File: src/lnk_pkg.sv
// Word layouts and constants shared by the link transmit path
// Every link word is 64 bits and both CRCs run MSB first
// Reserved fields must be sent as zero
`default_nettype none

package lnk_pkg;

   // -------------------------------------------------------------------------
   // Link geometry and fixed patterns
   // -------------------------------------------------------------------------
   localparam int WORD_W     = 64;  // Bits per link word
   localparam int DATA_SLOTS = 6;   // User slots following each boundary slot

   localparam logic [WORD_W-1:0] IDLE_WORD  = 64'h0707_0707_0707_0707;
   localparam logic [7:0]        WORD_COMMA = 8'hBC;  // Word alignment marker
   localparam logic [7:0]        BYTE_COMMA = 8'hF7;  // Byte alignment marker

   // CRC-16 over a data slot pair, 128 bits, first word first
   localparam logic [15:0] CRC16_POLY = 16'h1021;
   localparam logic [15:0] CRC16_INIT = 16'hFFFF;

   // CRC-8 over VD bits 63 to 8
   localparam logic [7:0]  CRC8_POLY  = 8'h07;
   localparam logic [7:0]  CRC8_INIT  = 8'h00;

   // -------------------------------------------------------------------------
   // Boundary word layouts
   // -------------------------------------------------------------------------

   // Frame alignment word
   typedef struct packed {
      logic        rx_rdy;      // Local receiver ready
      logic [22:0] rsvd_62_40;
      logic [7:0]  word_comma;
      logic [23:0] rsvd_31_8;
      logic [7:0]  byte_comma;
   } lnk_faw_t;

   // Validation word, covers the six slots sent before it
   typedef struct packed {
      logic [15:0]           crc45;   // Pair of data slots 4 and 5
      logic [15:0]           crc23;   // Pair of data slots 2 and 3
      logic [15:0]           crc01;   // Pair of data slots 0 and 1
      logic [1:0]            rsvd_15_14;
      logic [DATA_SLOTS-1:0] valids;  // Bit k set when slot k held user data
      logic [7:0]            crcvw;   // Protects bits 63 to 8 of this word
   } lnk_vd_t;

   // One link word seen as FAW, as VD or as plain bits
   typedef union packed {
      lnk_faw_t          faw;
      lnk_vd_t           vd;
      logic [WORD_W-1:0] raw;
   } lnk_word_u;

endpackage

`default_nettype wire

File: src/lnk_crc_if.sv
// Stage-0 word and boundary flags to the CRC engine, results back
// Boundary flags are one cycle late so they line up with the word
`default_nettype none

interface lnk_crc_if;

   import lnk_pkg::*;

   // Packet generator side
   lnk_word_u   word;          // Stage-0 register
   logic        faw_boundary;  // Word is a FAW
   logic        crc_boundary;  // Word is a VD

   // CRC engine side
   logic [15:0] crc01;
   logic [15:0] crc23;
   logic [15:0] crc45;
   logic [7:0]  crcvw;
   logic        crc_valid;     // High while the VD sits in stage 1

   modport gen (
      output word, faw_boundary, crc_boundary,
      input  crc01, crc23, crc45, crcvw, crc_valid
   );

   modport crc (
      input  word, faw_boundary, crc_boundary,
      output crc01, crc23, crc45, crcvw, crc_valid
   );

endinterface

`default_nettype wire

File: src/lnk_boundary_gen.sv
// Free-running block framing, seven slots per block
// First cycle after reset is slot 0 of block 0, always a FAW
// FAW_EVERY must be 2 or more
`default_nettype none

module lnk_boundary_gen #(
   parameter int FAW_EVERY = 4  // Blocks per FAW
) (
   input  logic clk_i,
   input  logic rst_n_i,
   output logic faw_boundary_o,  // Slot 0 of a FAW block
   output logic crc_boundary_o   // Slot 0 of any other block
);

   import lnk_pkg::*;

   localparam int SLOTS = DATA_SLOTS + 1;  // Boundary slot plus data slots
   localparam int BLK_W = (FAW_EVERY > 1) ? $clog2(FAW_EVERY) : 1;

   logic [2:0]       slot_q;     // 0 to SLOTS-1
   logic [BLK_W-1:0] blk_q;      // 0 to FAW_EVERY-1
   logic             slot_last;

   assign slot_last = (slot_q == 3'(SLOTS - 1));

   always_ff @(posedge clk_i) begin
      if (!rst_n_i) begin
         slot_q <= '0;
         blk_q  <= '0;
      end else begin
         slot_q <= slot_last ? 3'd0 : slot_q + 3'd1;
         if (slot_last) begin  // Block rolls over with the slot counter
            blk_q <= (blk_q == BLK_W'(FAW_EVERY - 1)) ? '0 : blk_q + BLK_W'(1);
         end
      end
   end

   // Exactly one strobe in slot 0, none elsewhere
   assign faw_boundary_o = (slot_q == 3'd0) && (blk_q == '0);
   assign crc_boundary_o = (slot_q == 3'd0) && (blk_q != '0);

endmodule

`default_nettype wire

File: src/lnk_crc_compute.sv
// CRC engine working on the stage-0 word of the packet generator
// Pair CRCs hold until the next pair of the same index completes
// crcvw is only meaningful while crc_valid is high
`default_nettype none

module lnk_crc_compute (
   input logic    clk_i,
   input logic    rst_n_i,
   lnk_crc_if.crc crc_if
);

   import lnk_pkg::*;

   logic [2:0]            ptr_q;        // Data slot of the current word
   logic                  bnd;          // Boundary word in stage 0
   logic                  in_data;      // Word counts towards a pair
   logic [15:0]           crc_base;
   logic [15:0]           crc_nxt;
   logic [15:0]           crc_run_q;    // Result after first word of pair
   logic [15:0]           crc01_q;
   logic [15:0]           crc23_q;
   logic [15:0]           crc45_q;
   logic [DATA_SLOTS-1:0] valids_q;     // Valids of the VD now in stage 1
   logic                  crc_valid_q;
   lnk_vd_t               vw;           // VD fields covered by the CRC-8

   // CRC-16 advanced over one full word, MSB first
   function automatic logic [15:0] crc16_word(input logic [15:0]       crc_in,
                                              input logic [WORD_W-1:0] data);
      logic [15:0] crc;
      logic        fb;
      crc = crc_in;
      for (int i = WORD_W - 1; i >= 0; i--) begin
         fb  = crc[15] ^ data[i];
         crc = {crc[14:0], 1'b0} ^ (fb ? CRC16_POLY : 16'h0000);
      end
      return crc;
   endfunction

   // CRC-8 over the 56 upper VD bits, MSB first
   function automatic logic [7:0] crc8_bits(input logic [55:0] data);
      logic [7:0] crc;
      logic       fb;
      crc = CRC8_INIT;
      for (int i = 55; i >= 0; i--) begin
         fb  = crc[7] ^ data[i];
         crc = {crc[6:0], 1'b0} ^ (fb ? CRC8_POLY : 8'h00);
      end
      return crc;
   endfunction

   assign bnd      = crc_if.faw_boundary || crc_if.crc_boundary;
   assign in_data  = !bnd && (ptr_q < 3'(DATA_SLOTS));
   assign crc_base = ptr_q[0] ? crc_run_q : CRC16_INIT;  // Even slot seeds a pair
   assign crc_nxt  = crc16_word(crc_base, crc_if.word.raw);

   // Slot pointer, restarted by every boundary word
   always_ff @(posedge clk_i) begin
      if (!rst_n_i) begin
         ptr_q <= '0;
      end else if (bnd) begin
         ptr_q <= '0;
      end else if (in_data) begin
         ptr_q <= ptr_q + 3'd1;
      end
   end

   always_ff @(posedge clk_i) begin
      if (in_data) begin
         crc_run_q <= crc_nxt;
         if (ptr_q[0]) begin  // Odd slot closes its pair
            case (ptr_q[2:1])
               2'd0:    crc01_q <= crc_nxt;
               2'd1:    crc23_q <= crc_nxt;
               default: crc45_q <= crc_nxt;
            endcase
         end
      end
      if (crc_if.crc_boundary) begin
         valids_q <= crc_if.word.vd.valids;  // Kept for the stage-1 cycle
      end
   end

   // VD reaches stage 1 one cycle after it is seen here
   always_ff @(posedge clk_i) begin
      if (!rst_n_i) begin
         crc_valid_q <= 1'b0;
      end else begin
         crc_valid_q <= crc_if.crc_boundary;
      end
   end

   always_comb begin
      vw.crc45      = crc45_q;
      vw.crc23      = crc23_q;
      vw.crc01      = crc01_q;
      vw.rsvd_15_14 = 2'b00;
      vw.valids     = valids_q;
      vw.crcvw      = 8'h00;  // Not covered
   end

   assign crc_if.crc01     = crc01_q;
   assign crc_if.crc23     = crc23_q;
   assign crc_if.crc45     = crc45_q;
   assign crc_if.crcvw     = crc8_bits(vw[63:8]);
   assign crc_if.crc_valid = crc_valid_q;

endmodule

`default_nettype wire

File: src/lnk_tx_packet_gen.sv
// Three-stage transmit word pipeline, fixed latency of three cycles
// Off state is neither tx_active_i nor tx_idle_i high
// Output never stalls; missing user data is filled with IDLE_WORD
`default_nettype none

module lnk_tx_packet_gen (
   input  logic                       clk_i,
   input  logic                       rst_n_i,
   input  logic                       faw_boundary_i,
   input  logic                       crc_boundary_i,
   input  logic [lnk_pkg::WORD_W-1:0] s_axis_tdata_i,
   input  logic                       s_axis_tvalid_i,
   output logic                       s_axis_tready_o,
   output logic [lnk_pkg::WORD_W-1:0] m_axis_tdata_o,
   output logic                       m_axis_tdata_isfaw_o,
   input  logic                       tx_idle_i,
   input  logic                       tx_active_i,
   input  logic                       rx_rdy_i,
   lnk_crc_if.gen                     crc_if
);

   import lnk_pkg::*;

   logic                  bnd_en;        // Boundary words allowed
   logic                  data_en;       // User data allowed
   logic                  take;          // User word accepted this cycle
   logic [1:0]            bnd_en_pipe;   // bnd_en beside stages 0 and 1
   logic [2:0]            slot_ptr_q;    // Data slot within the block
   logic [DATA_SLOTS-1:0] valid_mask_q;
   logic                  faw_bnd_q;
   logic                  crc_bnd_q;
   lnk_word_u             faw_w;
   lnk_word_u             vd_w;
   lnk_word_u             vd_fin;        // VD with finished CRCs
   lnk_word_u             word_nxt;
   lnk_word_u             word_s0;
   lnk_word_u             word_s1;
   lnk_word_u             word_s2;
   logic                  isfaw_s0;
   logic                  isfaw_s1;
   logic                  isfaw_s2;

   assign bnd_en          = tx_active_i || tx_idle_i;
   assign data_en         = tx_active_i;
   assign s_axis_tready_o = data_en && !faw_boundary_i && !crc_boundary_i;
   assign take            = s_axis_tvalid_i && s_axis_tready_o;

   // -------------------------------------------------------------------------
   // Stage 0, word select
   // -------------------------------------------------------------------------
   always_comb begin
      faw_w.faw.rx_rdy     = rx_rdy_i;
      faw_w.faw.rsvd_62_40 = '0;
      faw_w.faw.word_comma = WORD_COMMA;
      faw_w.faw.rsvd_31_8  = '0;
      faw_w.faw.byte_comma = BYTE_COMMA;

      vd_w.vd.crc45        = '0;  // Filled in at stage 2
      vd_w.vd.crc23        = '0;
      vd_w.vd.crc01        = '0;
      vd_w.vd.rsvd_15_14   = '0;
      vd_w.vd.valids       = valid_mask_q;
      vd_w.vd.crcvw        = '0;

      if (bnd_en && faw_boundary_i) begin
         word_nxt = faw_w;
      end else if (bnd_en && crc_boundary_i) begin
         word_nxt = vd_w;
      end else if (take) begin
         word_nxt.raw = s_axis_tdata_i;
      end else begin
         word_nxt.raw = IDLE_WORD;
      end
   end

   // Slot pointer and record of slots that took user words
   always_ff @(posedge clk_i) begin
      if (!rst_n_i) begin
         slot_ptr_q   <= '0;
         valid_mask_q <= '0;
      end else if (faw_boundary_i || crc_boundary_i) begin
         slot_ptr_q <= '0;
      end else if (slot_ptr_q < 3'(DATA_SLOTS)) begin
         slot_ptr_q               <= slot_ptr_q + 3'd1;
         valid_mask_q[slot_ptr_q] <= take;
      end
   end

   // -------------------------------------------------------------------------
   // Stages 0 to 2 registers, stage 2 swaps in the finished VD
   // -------------------------------------------------------------------------
   always_comb begin
      vd_fin.vd.crc45      = crc_if.crc45;
      vd_fin.vd.crc23      = crc_if.crc23;
      vd_fin.vd.crc01      = crc_if.crc01;
      vd_fin.vd.rsvd_15_14 = 2'b00;
      vd_fin.vd.valids     = word_s1.vd.valids;  // Mask captured at stage 0
      vd_fin.vd.crcvw      = crc_if.crcvw;
   end

   always_ff @(posedge clk_i) begin
      if (!rst_n_i) begin
         word_s0     <= '0;
         word_s1     <= '0;
         word_s2     <= '0;
         isfaw_s0    <= 1'b0;
         isfaw_s1    <= 1'b0;
         isfaw_s2    <= 1'b0;
         bnd_en_pipe <= 2'b00;
         faw_bnd_q   <= 1'b0;
         crc_bnd_q   <= 1'b0;
      end else begin
         word_s0     <= word_nxt;
         word_s1     <= word_s0;  // Delay while the CRCs finish
         word_s2     <= (bnd_en_pipe[1] && crc_if.crc_valid) ? vd_fin : word_s1;
         isfaw_s0    <= bnd_en && faw_boundary_i;
         isfaw_s1    <= isfaw_s0;
         isfaw_s2    <= isfaw_s1;
         bnd_en_pipe <= {bnd_en_pipe[0], bnd_en};
         faw_bnd_q   <= faw_boundary_i;  // Aligned with word_s0
         crc_bnd_q   <= crc_boundary_i;
      end
   end

   assign crc_if.word         = word_s0;
   assign crc_if.faw_boundary = faw_bnd_q;
   assign crc_if.crc_boundary = crc_bnd_q;

   assign m_axis_tdata_o       = word_s2.raw;
   assign m_axis_tdata_isfaw_o = isfaw_s2;

endmodule

`default_nettype wire

File: src/lnk_tx_top.sv
// Transmit framing path top level
// Words leave three cycles after selection, with no back-pressure
`default_nettype none

module lnk_tx_top #(
   parameter int FAW_EVERY = 4  // Blocks per FAW, 2 or more
) (
   input  logic                       clk_i,
   input  logic                       rst_n_i,
   input  logic [lnk_pkg::WORD_W-1:0] s_axis_tdata_i,
   input  logic                       s_axis_tvalid_i,
   output logic                       s_axis_tready_o,
   output logic [lnk_pkg::WORD_W-1:0] m_axis_tdata_o,
   output logic                       m_axis_tdata_isfaw_o,
   input  logic                       tx_idle_i,
   input  logic                       tx_active_i,
   input  logic                       rx_rdy_i
);

   logic faw_boundary;  // Slot 0 strobes
   logic crc_boundary;

   lnk_crc_if crc_if ();  // Generator to CRC engine

   lnk_boundary_gen #(
      .FAW_EVERY (FAW_EVERY)
   ) boundary_gen_inst (
      .clk_i          (clk_i),
      .rst_n_i        (rst_n_i),
      .faw_boundary_o (faw_boundary),
      .crc_boundary_o (crc_boundary)
   );

   lnk_tx_packet_gen packet_gen_inst (
      .clk_i                (clk_i),
      .rst_n_i              (rst_n_i),
      .faw_boundary_i       (faw_boundary),
      .crc_boundary_i       (crc_boundary),
      .s_axis_tdata_i       (s_axis_tdata_i),
      .s_axis_tvalid_i      (s_axis_tvalid_i),
      .s_axis_tready_o      (s_axis_tready_o),
      .m_axis_tdata_o       (m_axis_tdata_o),
      .m_axis_tdata_isfaw_o (m_axis_tdata_isfaw_o),
      .tx_idle_i            (tx_idle_i),
      .tx_active_i          (tx_active_i),
      .rx_rdy_i             (rx_rdy_i),
      .crc_if               (crc_if.gen)
   );

   lnk_crc_compute crc_compute_inst (
      .clk_i   (clk_i),
      .rst_n_i (rst_n_i),
      .crc_if  (crc_if.crc)
   );

endmodule

`default_nettype wire

File: config.mk
export PLATFORM = sky130hd
export DESIGN_NAME = lnk_tx_top
export DESIGN_NICKNAME = d
export VERILOG_FILES = /design/src/lnk_pkg.sv /design/src/lnk_crc_if.sv /design/src/lnk_boundary_gen.sv /design/src/lnk_crc_compute.sv /design/src/lnk_tx_packet_gen.sv /design/src/lnk_tx_top.sv
export SDC_FILE = /design/constraint.sdc
export NUM_CORES = 1
export LEC_CHECK = 0
export BUFFER_PORTS_ARGS = -buffer_cell sky130_fd_sc_hd__buf_2
export CAP_MARGIN = 30
export CORE_ASPECT_RATIO = 0.8
export CORE_MARGIN = 8
export CORE_UTILIZATION = 45
export CTS_BUF_LIST = sky130_fd_sc_hd__clkbuf_16
export CTS_CLUSTER_SIZE = 24
export DETAILED_ROUTE_END_ITERATION = 12
export PLACE_DENSITY = 0.73
export SYNTH_ARGS = -nofsm -noshare
export SYNTH_HDL_FRONTEND = slang
export SYNTH_HIERARCHICAL = 1
export SYNTH_SLANG_ARGS = --single-unit
File: constraint.sdc
create_clock -name clk_i -period 5.6 [get_ports clk_i]
set_clock_uncertainty 0.15 [all_clocks]
set_input_delay 1.4 -clock clk_i [delete_from_list [all_inputs] [get_ports clk_i]]
set_output_delay 1.4 -clock clk_i [all_outputs]
set_load 0.02 [all_outputs]
Yosys cells after proc, flatten, opt, wreduce, memory -nomap -nowiden

Cells that the tools add are included.

Register bits after elaboration: 287
Bits of input ports: 70
Output and inout port bits: 66

$add $sub $neg: 4
$lt $le $gt $ge: 4
Equal/unequal tests: 3
Mux-type cells: 129
Bitwise logic cells: 240
Reduce and logical (&&, ||, !) cells: 32

Operator list:

| cell                                                                                | count |
|---|---|
| 16-bit bitwise XOR                                                                  | 64 |
| 13-bit two-way mux                                                                  | 64 |
| 8-bit bitwise XOR                                                                   | 55 |
| 64-bit two-way mux                                                                  | 4 |
| 3-bit two-way mux                                                                   | 56 |
| 1-bit bitwise XOR                                                                   | 116 |
| 16-bit two-way mux                                                                  | 1 |
| 2-bit OR reduction                                                                  | 6 |
| 1-bit logical AND                                                                   | 10 |
| 3-bit by 1-bit adder with 3-bit output, second input constant                       | 3 |
| 3-bit AND reduction                                                                 | 3 |
| 6-bit bitwise mux                                                                   | 1 |
| 3-bit less-than comparator, second input constant                                   | 2 |
| 2-bit logical NOT                                                                   | 2 |
| 3-bit by 4-bit less-than comparator with 1-bit output, second input constant        | 1 |
| 1-bit inverter                                                                      | 4 |
| 4-bit OR reduction                                                                  | 1 |
| 1-bit demux with 3-bit select                                                       | 1 |
| 3-bit equality test, second input constant                                          | 1 |
| 3-bit by 1-bit greater-or-equal comparator with 1-bit output, second input constant | 1 |
| 1-bit logical NOT                                                                   | 3 |
| 3-bit logical NOT                                                                   | 1 |
| 1-bit logical OR                                                                    | 3 |
| 3-bit OR reduction                                                                  | 1 |
| other kinds (8)                                                                     | 8 |

Depth between registers and ports, before layout

Gate-level depths: netlist of run 1.

Depth in word-level cells: 193
Mapped depth: 12
Gate-level depth less buffers: 12

Hierarchy

The synthesis of run 1 kept the hierarchy.

By module, submodules not included:

| module            | instances | cells each | area an instance (µm²) |
|---|---|---|---|
| lnk_crc_compute   | 1         | 426        | 6,615.1 |
| lnk_tx_packet_gen | 1         | 635        | 6,378.6 |
| lnk_boundary_gen  | 1         | 28         | 287.8 |

Worst setup path before layout of run 1

OpenSTA, ideal clock, no wires.

Path kind: flip-flop to flip-flop
From: register crc_compute_inst.crc_run_q[14]
To: register crc_compute_inst.crc01_q[5] (netlist: crc_compute_inst/crc_if.crc01[5]), data pin
Library setup time: 0.279 ns
Arrival: 3.825 ns
Data required time: 5.171 ns
Setup slack: 1.345 ns
Stages on the path, launching flop included: 12
Cell sequence: edfxtp_1 > xor2_1 > and2_1 > buf_6 > xor3_1 > xnor3_2 > xor2_2 > xnor3_1 > xnor3_1 > xnor2_2 > xnor3_2 > xor3_1

Longest elaborated chain between the ends: 91
Elaborated cells on any way between the ends: 145
Classes of those cells: mux (41); bitwise (104)

RTL lines:

| item                                                     | RTL line                                     | RTL |
|---|---|---|
| from (decl)                                              | lnk_crc_compute.sv:19                        | `logic [15:0] crc_run_q;` |
| from (signal assigned)                                   | lnk_crc_compute.sv:70                        | `crc_run_q <= crc_nxt;` |
| 16-bit two-way mux *                                     | lnk_crc_compute.sv:54                        | `assign crc_base = ptr_q[0] ? crc_run_q : CRC16_INIT;` |
| 16-bit bitwise XOR *                                     | lnk_crc_compute.sv:35                        | `crc = {crc[14:0], 1'b0} ^ (fb ? CRC16_POLY : 16'h0000);` |
| 1-bit bitwise XOR *                                      | lnk_crc_compute.sv:34                        | `fb = crc[15] ^ data[i];` |
| 13-bit two-way mux *                                     | lnk_crc_compute.sv:35                        |  |
| 16-bit bitwise XOR * (4 in series)                       | lnk_crc_compute.sv:35                        |  |
| 1-bit bitwise XOR or 16-bit bitwise XOR (tied branches)  | lnk_crc_compute.sv:34, lnk_crc_compute.sv:35 |  |
| 13-bit two-way mux or 16-bit bitwise XOR (tied branches) | lnk_crc_compute.sv:35                        |  |
| 16-bit bitwise XOR * (4 in series)                       | lnk_crc_compute.sv:35                        |  |
| [... 50 more ...]                                        | -                                            |  |
| 16-bit bitwise XOR * (11 in series)                      | lnk_crc_compute.sv:35                        |  |
| 1-bit bitwise XOR or 16-bit bitwise XOR (tied branches)  | lnk_crc_compute.sv:34, lnk_crc_compute.sv:35 |  |
| 13-bit two-way mux, or another cell as far along         | lnk_crc_compute.sv:35                        |  |
| 16-bit bitwise XOR * (11 in series)                      | lnk_crc_compute.sv:35                        |  |
| 1-bit bitwise XOR                                        | lnk_crc_compute.sv:34                        |  |
| 13-bit two-way mux                                       | lnk_crc_compute.sv:35                        |  |
| 16-bit bitwise XOR *                                     | lnk_crc_compute.sv:35                        |  |
| net crc_compute_inst.crc_nxt[5]                          | lnk_crc_compute.sv:18                        | `logic [15:0] crc_nxt;` |
| to (signal assigned)                                     | lnk_crc_compute.sv:73                        | `2'd0: crc01_q <= crc_nxt;` |
| to (decl)                                                | lnk_crc_compute.sv:20                        | `logic [15:0] crc01_q;` |

The timed path passes the listed nets; every way through them passes the cells marked *.
A chain may end at the register's enable or synchronous reset.

Worst setup path in the final report of run 1

From: register crc_compute_inst.ptr_q[0]
To: register crc_compute_inst.crc23_q[8] (netlist: crc_compute_inst/crc_if.crc23[8]), data pin

Longest elaborated chain between the ends: 97
Elaborated cells on any way between the ends: 171
Classes of those cells: mux (54); bitwise (117)

RTL lines:

| item                               | RTL line              | RTL |
|---|---|---|
| from (decl)                        | lnk_crc_compute.sv:14 | `logic [2:0] ptr_q;` |
| from (signal assigned)             | lnk_crc_compute.sv:64 | `ptr_q <= ptr_q + 3'd1;` |
| 16-bit two-way mux *               | lnk_crc_compute.sv:54 |  |
| 1-bit bitwise XOR                  | lnk_crc_compute.sv:34 |  |
| 13-bit two-way mux                 | lnk_crc_compute.sv:35 |  |
| 16-bit bitwise XOR * (4 in series) | lnk_crc_compute.sv:35 |  |
| 1-bit bitwise XOR                  | lnk_crc_compute.sv:34 |  |
| 13-bit two-way mux                 | lnk_crc_compute.sv:35 |  |
| 16-bit bitwise XOR * (4 in series) | lnk_crc_compute.sv:35 |  |
| 1-bit bitwise XOR                  | lnk_crc_compute.sv:34 |  |
| [... 67 more ...]                  | -                     |  |
| 16-bit bitwise XOR * (4 in series) | lnk_crc_compute.sv:35 |  |
| 1-bit bitwise XOR                  | lnk_crc_compute.sv:34 |  |
| 13-bit two-way mux                 | lnk_crc_compute.sv:35 |  |
| 16-bit bitwise XOR * (4 in series) | lnk_crc_compute.sv:35 |  |
| 1-bit bitwise XOR                  | lnk_crc_compute.sv:34 |  |
| 13-bit two-way mux                 | lnk_crc_compute.sv:35 |  |
| 16-bit bitwise XOR * (4 in series) | lnk_crc_compute.sv:35 |  |
| net crc_compute_inst.crc_nxt[8]    | lnk_crc_compute.sv:18 |  |
| to (signal assigned)               | lnk_crc_compute.sv:74 | `2'd1: crc23_q <= crc_nxt;` |
| to (decl)                          | lnk_crc_compute.sv:21 | `logic [15:0] crc23_q;` |

Marks and branches as above.

==> flow_metrics.py, run 1 <==
metrics = {
    "die": {
        "core_area_um2": 29150,
        "initial_core_util": 0.4557,
        "io_pins": 136,
        "die_y_um": 169.7,
        "num_rows": 56,
        "die_area_um2": 35300,
        "chipWidth_um": 208.1,
    },
    "finish": {
        "area_growth_pct": 14.50,
        "post-route-util": 0.5217,
        "nets": 1300,
        "diodes": 0,
        "final_common_cell": "dfxtp_1",
        "stdcell_area_um2": 15210,
        "final_cell_mix": "dfxtp_1 (217), xnor2_1 (147), buf_2 (135)",
        "drive_gt1_frac": 0.1913,
    },
    "cts": {
        "cts.path.max_buffers": 3,
        "htree_levels": 1,
        "root_buffer": "clkbuf_16",
        "cts.clk_slew.worst_paths_ns": 0.07,
        "cts_setup_buffers": 0,
        "cts_num_sinks": 287,
        "cts_tree": "built",
        "clk_latency_ns": 0.55,
        "ctsHoldBuffers": 0,
        "cts-buffers-inserted": 29,
    },
    "routing": {
        "ant_nets": 0,
        "drc": 0,
        "wirelength_mm": 34.28,
        "first_pass_iters": 5,
        "vias": 7971,
        "avgRoutedWirePerCell_um": 21.15,
        "avgViaCountPerCell": 4.917,
        "drtIter0Drc": 635,
    },
    "worst_setup_path": {
        "crit_required_ns": 5.69,
        "worstSetupStartpointType": "flip-flop",
        "arrival_ns": 5.52,
        "crit_type": "flip-flop to flip-flop",
        "endpoint_kind": "flip-flop",
        "worstPathMaxFanout": 12,
    },
    "placement": {
        "postPlaceCellArea_um2": 14290,
        "place_ws_ns": -0.03779,
        "gp_congestion": 0.9111,
        "dp_hpwl_mm": 26.29,
        "io_buffer_count": 135,
    },
    "timing": {
        "fmax_mhz": 183.9,
        "period_minus_slack_ns": 5.437,
        "hold_viol": 0,
        "rsz0062_at_grt": "no",
        "final.setup.worst_slack_ns": 0.1626,
        "relSlewSlack": 0.4121,
        "worst_slew_pin_slew_ns": 0.8819,
        "fin_setup_tns_ns": 0,
        "final-max-slew-violation-count": 0,
        "finalCritPeriodShare": 0.9710,
        "setup_viol": 0,
    },
    "synthesis": {
        "ys_warn_count": 6,
        "synth-main-ff-cell": "dfxtp_1",
        "synth_edf_count": 70,
        "postSynthAreaPerCell_um2": 12.20,
        "synthArstFlopShare": 0,
        "postSynthCellCount": 1089,
        "synth_cell_type_count": 53,
        "syn_nets": 1166,
        "synth.ff_latch_count": 287,
        "synthesis.area_um2": 13280,
        "yosysSeqAreaShare": 0.4854,
    },
    "global_route": {
        "grt_max_degree": 87,
        "grt.total_usage": 0.1915,
        "grt_pass1_wl_mm": 51.68,
        "antenna_found_initial": 2,
        "grt_pass1_vias": 8130,
        "grt.overflow.total": 0,
    },
    "flow_run": {
        "drv_cap": 0,
    },
    "outcome": {
        "status": "finished, final reports clean",
    },
    "min_path": {
        "hold_class": "flip-flop to flip-flop",
    },
}
==> final timing paths <==
check	startpoint	to	slack [ns]	depth (start not counted)
max	crc_compute_inst/ptr_q[0]	crc_compute_inst/crc_if.crc23[8]	0.16	11
min	packet_gen_inst/word_s1[12]	packet_gen_inst/m_axis_tdata_o[12]	0.28	1
max reg2reg	crc_compute_inst/ptr_q[0]	crc_compute_inst/crc_if.crc23[8]	0.16	11
min reg2reg	packet_gen_inst/word_s1[12]	packet_gen_inst/m_axis_tdata_o[12]	0.28	1
==> metrics by stage <==
stage,instances,hold slack (ns)
final,1621,0.2843
after CTS,1621,0.2864
after floorplan,1089,0.2619
after global placement,1569,0.2660
after detailed placement,1569,0.2713
after global routing,1621,0.2950
==> synth_stat cells, drive strengths merged, types with 2 or more instances <==
library cell,instances,share of area
and3,34,0.016
a21boi,2,0.0011
edfxtp,70,0.16
nand2,135,0.038
dfxtp,217,0.33
clkbuf,16,0.0045
a21o,8,0.0045
buf,28,0.014
xor2,60,0.041
xnor2,161,0.12
nor3b,3,0.0021
clkinv,2,0.00066
o21a,4,0.0023
ha,7,0.0066
xor3,22,0.040
o21ai,7,0.0035
and2,83,0.039
and4bb,2,0.0022
nand4b,2,0.0013
or2,2,0.0013
o22ai,3,0.0014
a22oi,3,0.0017
mux2i,6,0.0045
xnor3,70,0.12
a21oi,58,0.022
nor2,58,0.017
nor4b,2,0.0023
inv,7,0.0020
nor3,3,0.0011
nor2b,8,0.0049
==> registers in the layout, summed over array words and instances (netlist names), 2 cells and up <==
register                        count
crc_compute_inst/crc_if.crc45      16
crc_compute_inst/valids_q           6
packet_gen_inst/valid_mask_q        6
crc_compute_inst/crc_if.crc23      16
crc_compute_inst/ptr_q              3
crc_compute_inst/crc_run_q         16
boundary_gen_inst/slot_q            3
packet_gen_inst/bnd_en_pipe         2
packet_gen_inst/crc_if.word        64
crc_compute_inst/crc_if.crc01      16
packet_gen_inst/word_s1            64
boundary_gen_inst/blk_q             2
packet_gen_inst/m_axis_tdata_o     64
packet_gen_inst/slot_ptr_q          3
==> cell families (layout without fill, tap and decap cells) <==
kind of cell               count (synthesis)  in the layout  synth area share
AOI/OAI and AO/OA                         86             86           0.03702
xor gates and xnor gates                 313            313            0.3160
adders and majority gates                  7              7          0.006594
buffers and inverters                     53            208           0.02119
DFF                                      287            287            0.4854
muxes                                      6              6          0.004522
and+or+nand+nor                          337            337            0.1293
==> metal layers <==
metal	share of wire	wire length (um)	vias to the layer above	global-route usage
met4	0.017	585	0	0.03574
li1	-	-	3860	-
met5	0	0	-	0
met3	0.083	2855	43	0.04762
met1	0.49	16670	3785	0.2874
met2	0.41	14170	283	0.2765
==> timing repair <==
item                                    4_1_cts  5_1_grt
endpoints found under the hold margin         0        0
endpoints found under the setup margin        4        0
gates resized for setup                       1        0
==> cell type report <==
| cell class | count | area (um2) |
|---|---|---|
| Sequential cell | 287 | 6446 |
| Clock buffer | 29 | 725.7 |
| Multi-Input combinational cell | 749 | 6574 |
| Inverter | 9 | 35.03 |
| Fill cell | 2576 | 13940 |
| Clock inverter | 23 | 188.9 |
| Tap cell | 377 | 471.7 |
| Timing Repair Buffer | 147 | 765.7 |
==> critical path, cell delays in order, from the launching register on <==
cell and delay (ns):
dfxtp_1 0.55, buf_4 0.24, nor2b_4 0.20, xnor2_4 0.15, xor3_2 0.54, xnor3_2 0.33
xor2_1 0.30, xnor3_1 0.53, xor2_1 0.32, xnor3_1 0.59, xnor2_2 0.53, xor2_1 0.68
Power of run 1 is not shown: default switching activity piles up to over one toggle a cycle in this logic, so the estimate is an artifact.
==> run 2: changes to the inputs <==
Settings changed: CORE_MARGIN 8 to unset.
Clock period 5.6 ns to 6.1 ns, I/O delays scaled along.
==> run 2 against run 1 <==
Compared with the run above: non-clock buffer count fell by 5; core utilization up 0.66 points; register-to-register slack gained 0.18 ns; sequential share of layout area increased by 0.23 points; flip-flop and latch count is the same; die area down 14%; largest cell class unchanged.
==> flow_metrics.py, run 2 (same netlist as run 1, synthesis figures left out) <==
metrics = {
    "global_route": {
        "antenna_found_initial": 1,
        "grt.overflow.total": 0,
        "grt_pass1_wl_mm": 49.04,
        "grt.total_usage": 0.2190,
        "grt_pass1_vias": 7850,
        "grt_max_degree": 69,
    },
    "cts": {
        "cts_num_sinks": 287,
        "htree_levels": 1,
        "cts_setup_buffers": 0,
        "clk_latency_ns": 0.55,
        "ctsResizeCount": 0,
        "cts_tree": "built",
        "cts.path.max_buffers": 3,
        "cts.clk_slew.worst_paths_ns": 0.07,
        "root_buffer": "clkbuf_16",
        "ctsHoldBuffers": 0,
        "cts-buffers-inserted": 28,
    },
    "timing": {
        "relSlewSlack": 0.3820,
        "fmax_mhz": 173.8,
        "worst_slew_pin_slew_ns": 0.9204,
        "final-max-slew-violation-count": 0,
        "finalCritPeriodShare": 0.9434,
        "period_minus_slack_ns": 5.754,
        "hold_viol": 0,
        "rsz0062_at_grt": "no",
        "fin_setup_tns_ns": 0,
        "setup_viol": 0,
    },
    "die": {
        "die_area_um2": 30210,
        "io_pins": 136,
        "core_area_um2": 28630,
        "num_rows": 55,
        "initial_core_util": 0.4639,
        "chipWidth_um": 194.1,
        "die_y_um": 155.7,
    },
    "min_path": {
        "hold_class": "flip-flop to flip-flop",
        "min_path_cells": 1,
        "hp-start": "packet_gen_inst/word_s1[12]",
        "min_to": "packet_gen_inst/m_axis_tdata_o[12]",
    },
    "worst_setup_path": {
        "rr_endpoint": "crc_compute_inst/crc_if.crc01[8]",
        "worstPathMaxFanout": 21,
        "arrival_ns": 5.83,
        "worst_r2r_startpoint": "crc_compute_inst/ptr_q[0]",
        "endpoint_kind": "flip-flop",
        "worstSetupStartpointType": "flip-flop",
        "r2r_cells": 10,
        "crit_required_ns": 6.17,
        "r2r_setup_slack_ns": 0.35,
        "crit_type": "flip-flop to flip-flop",
    },
    "finish": {
        "diodes": 0,
        "nets": 1294,
        "final_cell_mix": "dfxtp_1 (217), xnor2_1 (148), buf_2 (135)",
        "final_common_cell": "dfxtp_1",
        "area_growth_pct": 13.88,
        "drive_gt1_frac": 0.1851,
    },
    "flow_run": {
        "drv_cap": 0,
    },
    "placement": {
        "io_buffer_count": 135,
        "gp_congestion": 0.9002,
        "dp_hpwl_mm": 25.14,
    },
    "routing": {
        "drc": 0,
        "first_pass_iters": 5,
        "ant_nets": 0,
        "avgViaCountPerCell": 4.965,
        "vias": 7979,
        "wirelength_mm": 33.01,
        "drtIter0Drc": 583,
        "avgRoutedWirePerCell_um": 20.54,
    },
    "outcome": {
        "status": "finished, final reports clean",
    },
}
==> run 2: cell count changes in the layout (fill, tap and decap cells not counted), sizes merged <==
cell / previous run / this run
clkinvlp: 3 / 0
bufinv: 3 / 2
clkinv: 10 / 11
buf: 147 / 142
inv: 16 / 17
==> run 2: how the worst max path moves through the flow <==
stage / from / to / slack (ns) / depth (start not counted)
after floorplan: crc_compute_inst/crc_run_q[14] / crc_compute_inst/crc_if.crc01[5] / 1.85 / 11
after global placement: crc_compute_inst/ptr_q[0] / crc_compute_inst/crc_if.crc23[8] / 0.62 / 10
after detailed placement: crc_compute_inst/ptr_q[0] / crc_compute_inst/crc_if.crc23[8] / 0.44 / 10
after CTS: crc_compute_inst/ptr_q[0] / crc_compute_inst/crc_if.crc01[8] / 0.37 / 10
after global routing: crc_compute_inst/ptr_q[0] / crc_compute_inst/crc_if.crc23[8] / 0.21 / 10
final: crc_compute_inst/ptr_q[0] / crc_compute_inst/crc_if.crc01[8] / 0.35 / 10
==> run 2: area by class of cell <==
type	instances	area, um2
inverters	9	35.03
clock buffers	29	725.7
flip-flops and latches	287	6446
fillers	2474	13500
well taps	370	462.9
repair buffers	142	728.2
multi-input cells	749	6566
clock inverters	21	160.2
==> run 2: metrics by stage <==
stage               hold slack (ns)  instance area, um2  utilization  worst slack [ns]  cells
global placement             0.2670               14240       0.4974            0.6235   1557
global route                 0.2898               15120       0.5283            0.2088   1607
finish                       0.2707               15120       0.5283            0.3456   1607
floorplan                    0.2619               13280            -             1.845   1089
CTS                          0.2738               15120       0.5283            0.3749   1607
detailed placement           0.2700               14240       0.4974            0.4360   1557
==> run 2: metal layers <==
layer	part of all wire	global-route usage	wire length (um)
met1	0.49	0.3402	16220
met2	0.41	0.3112	13450
met3	0.087	0.04669	2860
met4	0.015	0.04233	484
met5	0	0	0
==> run 2: critical path: stages (launching register included) <==
cell and delay [ns]:
dfxtp_1 0.73, nor2b_4 0.31, xnor2_4 0.15, xor3_2 0.53, xnor3_2 0.33, xor2_1 0.30, xnor3_1 0.53, xor2_1 0.30
xnor3_1 0.57, xnor2_1 0.78, xor2_1 0.74
Power of run 2 is left out for the same reason.
==> run 3: changes to the inputs <==
Settings changed: MAX_ROUTING_LAYER set to met4, PLACE_DENSITY 0.73 to 0.75.
Clock period 6.1 ns to 5.2 ns, I/O delays scaled along.
==> run 3 against run 2 <==
Compared with the run above: fmax grew 18%; cell area grew 1.3%; non-clock buffer count grew 8; global-route usage grew 0.88 points; critical path depth is the same; routed wire length grew 0.92%; first-iteration DRC count grew 18%; critical endpoint is now crc_compute_inst/crc_if.crc23[13].
==> flow_metrics.py, run 3 (same netlist as run 1, synthesis figures left out) <==
metrics = {
    "outcome": {
        "status": "finished, final reports clean",
    },
    "routing": {
        "met2WireLength_mm": 13.58,
        "wirelength_mm": 33.32,
        "met1_length_mm": 16.12,
        "first_pass_iters": 5,
        "avgViaCountPerCell": 5.039,
        "avgRoutedWirePerCell_um": 20.62,
        "drtIter0Drc": 687,
        "top_layer": "met4",
        "vias": 8143,
        "wl_met3_mm": 3.082,
        "drc": 0,
        "ant_nets": 0,
    },
    "finish": {
        "drive_gt1_frac": 0.1966,
        "final_common_cell": "dfxtp_1",
        "seqCellArea_um2": 6446,
        "stdcell_area_um2": 15330,
        "finalNonFillerCells": 1616,
        "nets": 1302,
        "diodes": 0,
        "n_fill_cell": 2509,
        "final_cell_mix": "dfxtp_1 (217), xnor2_1 (147), buf_2 (135)",
        "area_growth_pct": 15.40,
        "multi_input_area_um2": 6580,
    },
    "timing": {
        "rsz0062_at_grt": "no",
        "hold_viol": 0,
        "fmax_mhz": 204.5,
        "fin_setup_tns_ns": 0,
        "finalCritPeriodShare": 0.9402,
        "period_minus_slack_ns": 4.889,
        "worst_slew_pin_slew_ns": 0.8747,
        "final-max-slew-violation-count": 0,
        "relSlewSlack": 0.4150,
        "whs_ns": 0.2730,
        "setup_viol": 0,
    },
    "cts": {
        "ctsResizeCount": 0,
        "root_buffer": "clkbuf_16",
        "cts.path.max_buffers": 3,
        "cts-buffers-inserted": 28,
        "cts_num_sinks": 287,
        "htree_levels": 1,
        "cts_tree": "built",
        "clk_latency_ns": 0.56,
        "ctsHoldBuffers": 0,
        "cts_setup_buffers": 0,
        "cts.clk_slew.worst_paths_ns": 0.06,
    },
    "global_route": {
        "antenna_found_initial": 2,
        "grt.total_usage": 0.2278,
        "grt.overflow.total": 0,
        "grt_pass1_wl_mm": 49.79,
        "grt_max_degree": 124,
        "grt_pass1_vias": 7911,
    },
    "placement": {
        "postPlaceCellArea_um2": 14300,
        "io_buffer_count": 135,
        "gp_congestion": 0.9070,
        "placedCellCount": 1564,
        "dp_hpwl_mm": 25.00,
    },
    "die": {
        "core_area_um2": 28630,
        "io_pins": 136,
        "die_area_um2": 30210,
        "initial_core_util": 0.4639,
        "die_y_um": 155.7,
        "num_rows": 55,
        "chipWidth_um": 194.1,
    },
    "worst_setup_path": {
        "worstPathMaxFanout": 10,
        "max_stage_delay_ns": 0.55,
        "r2r_setup_slack_ns": 0.31,
        "arrival_ns": 5.01,
        "worstSetupStartpointType": "flip-flop",
        "cp_slowest_cell": "xnor3_1",
        "endpoint_kind": "flip-flop",
        "path_cells": "buf_4 > and2_1 > xor3_1 > xnor3_2 > xnor2_2 > xnor3_1 > xnor2_1 > xor3_2 > xnor3_1 > xnor2_1",
        "crit_required_ns": 5.32,
        "crit_type": "flip-flop to flip-flop",
    },
    "flow_run": {
        "drv_cap": 0,
    },
    "min_path": {
        "hold_class": "flip-flop to flip-flop",
    },
}
[run 3: worst max-delay path, delay by kind of cell (launching register included)]
kind	cells	cell delay, ns
buf+inv	1	0.22
xor+xnor	8	3.48
flops	1	0.48
simple gates	1	0.27
[run 3: final cells by class]
cell class / count / area share
Timing Repair Buffer: 150 / 0.05273
Multi-Input combinational cell: 749 / 0.4293
Sequential cell: 287 / 0.4206
Tap cell: 370 / 0.03020
Clock buffer: 29 / 0.04735
Inverter: 9 / 0.002286
Clock inverter: 22 / 0.01755
[run 3: per-layer routing]
metal,GRT usage,vias to the layer above
met2,0.3160,324
met5,-,-
met1,0.3411,3921
li1,-,3860
met3,0.05037,38
met4,0.03855,0
[run 3: worst paths after layout]
kind                                                   from                                 end  depth (start not counted)
worst min register to register  packet_gen_inst/word_s1[12]  packet_gen_inst/m_axis_tdata_o[12]                          1
worst min-delay path            packet_gen_inst/word_s1[12]  packet_gen_inst/m_axis_tdata_o[12]                          1
worst max-delay path              crc_compute_inst/ptr_q[0]   crc_compute_inst/crc_if.crc23[13]                         10
worst max register to register    crc_compute_inst/ptr_q[0]   crc_compute_inst/crc_if.crc23[13]                         10
[run 3: stage by stage]
step,setup slack [ns],util
after floorplan,0.9454,-
after global placement,0.2668,0.4994
after detailed placement,0.1660,0.4994
after CTS,0.1388,0.5342
after global routing,0.1025,0.5354
final,0.3107,0.5354
Power of run 3 is left out for the same reason.
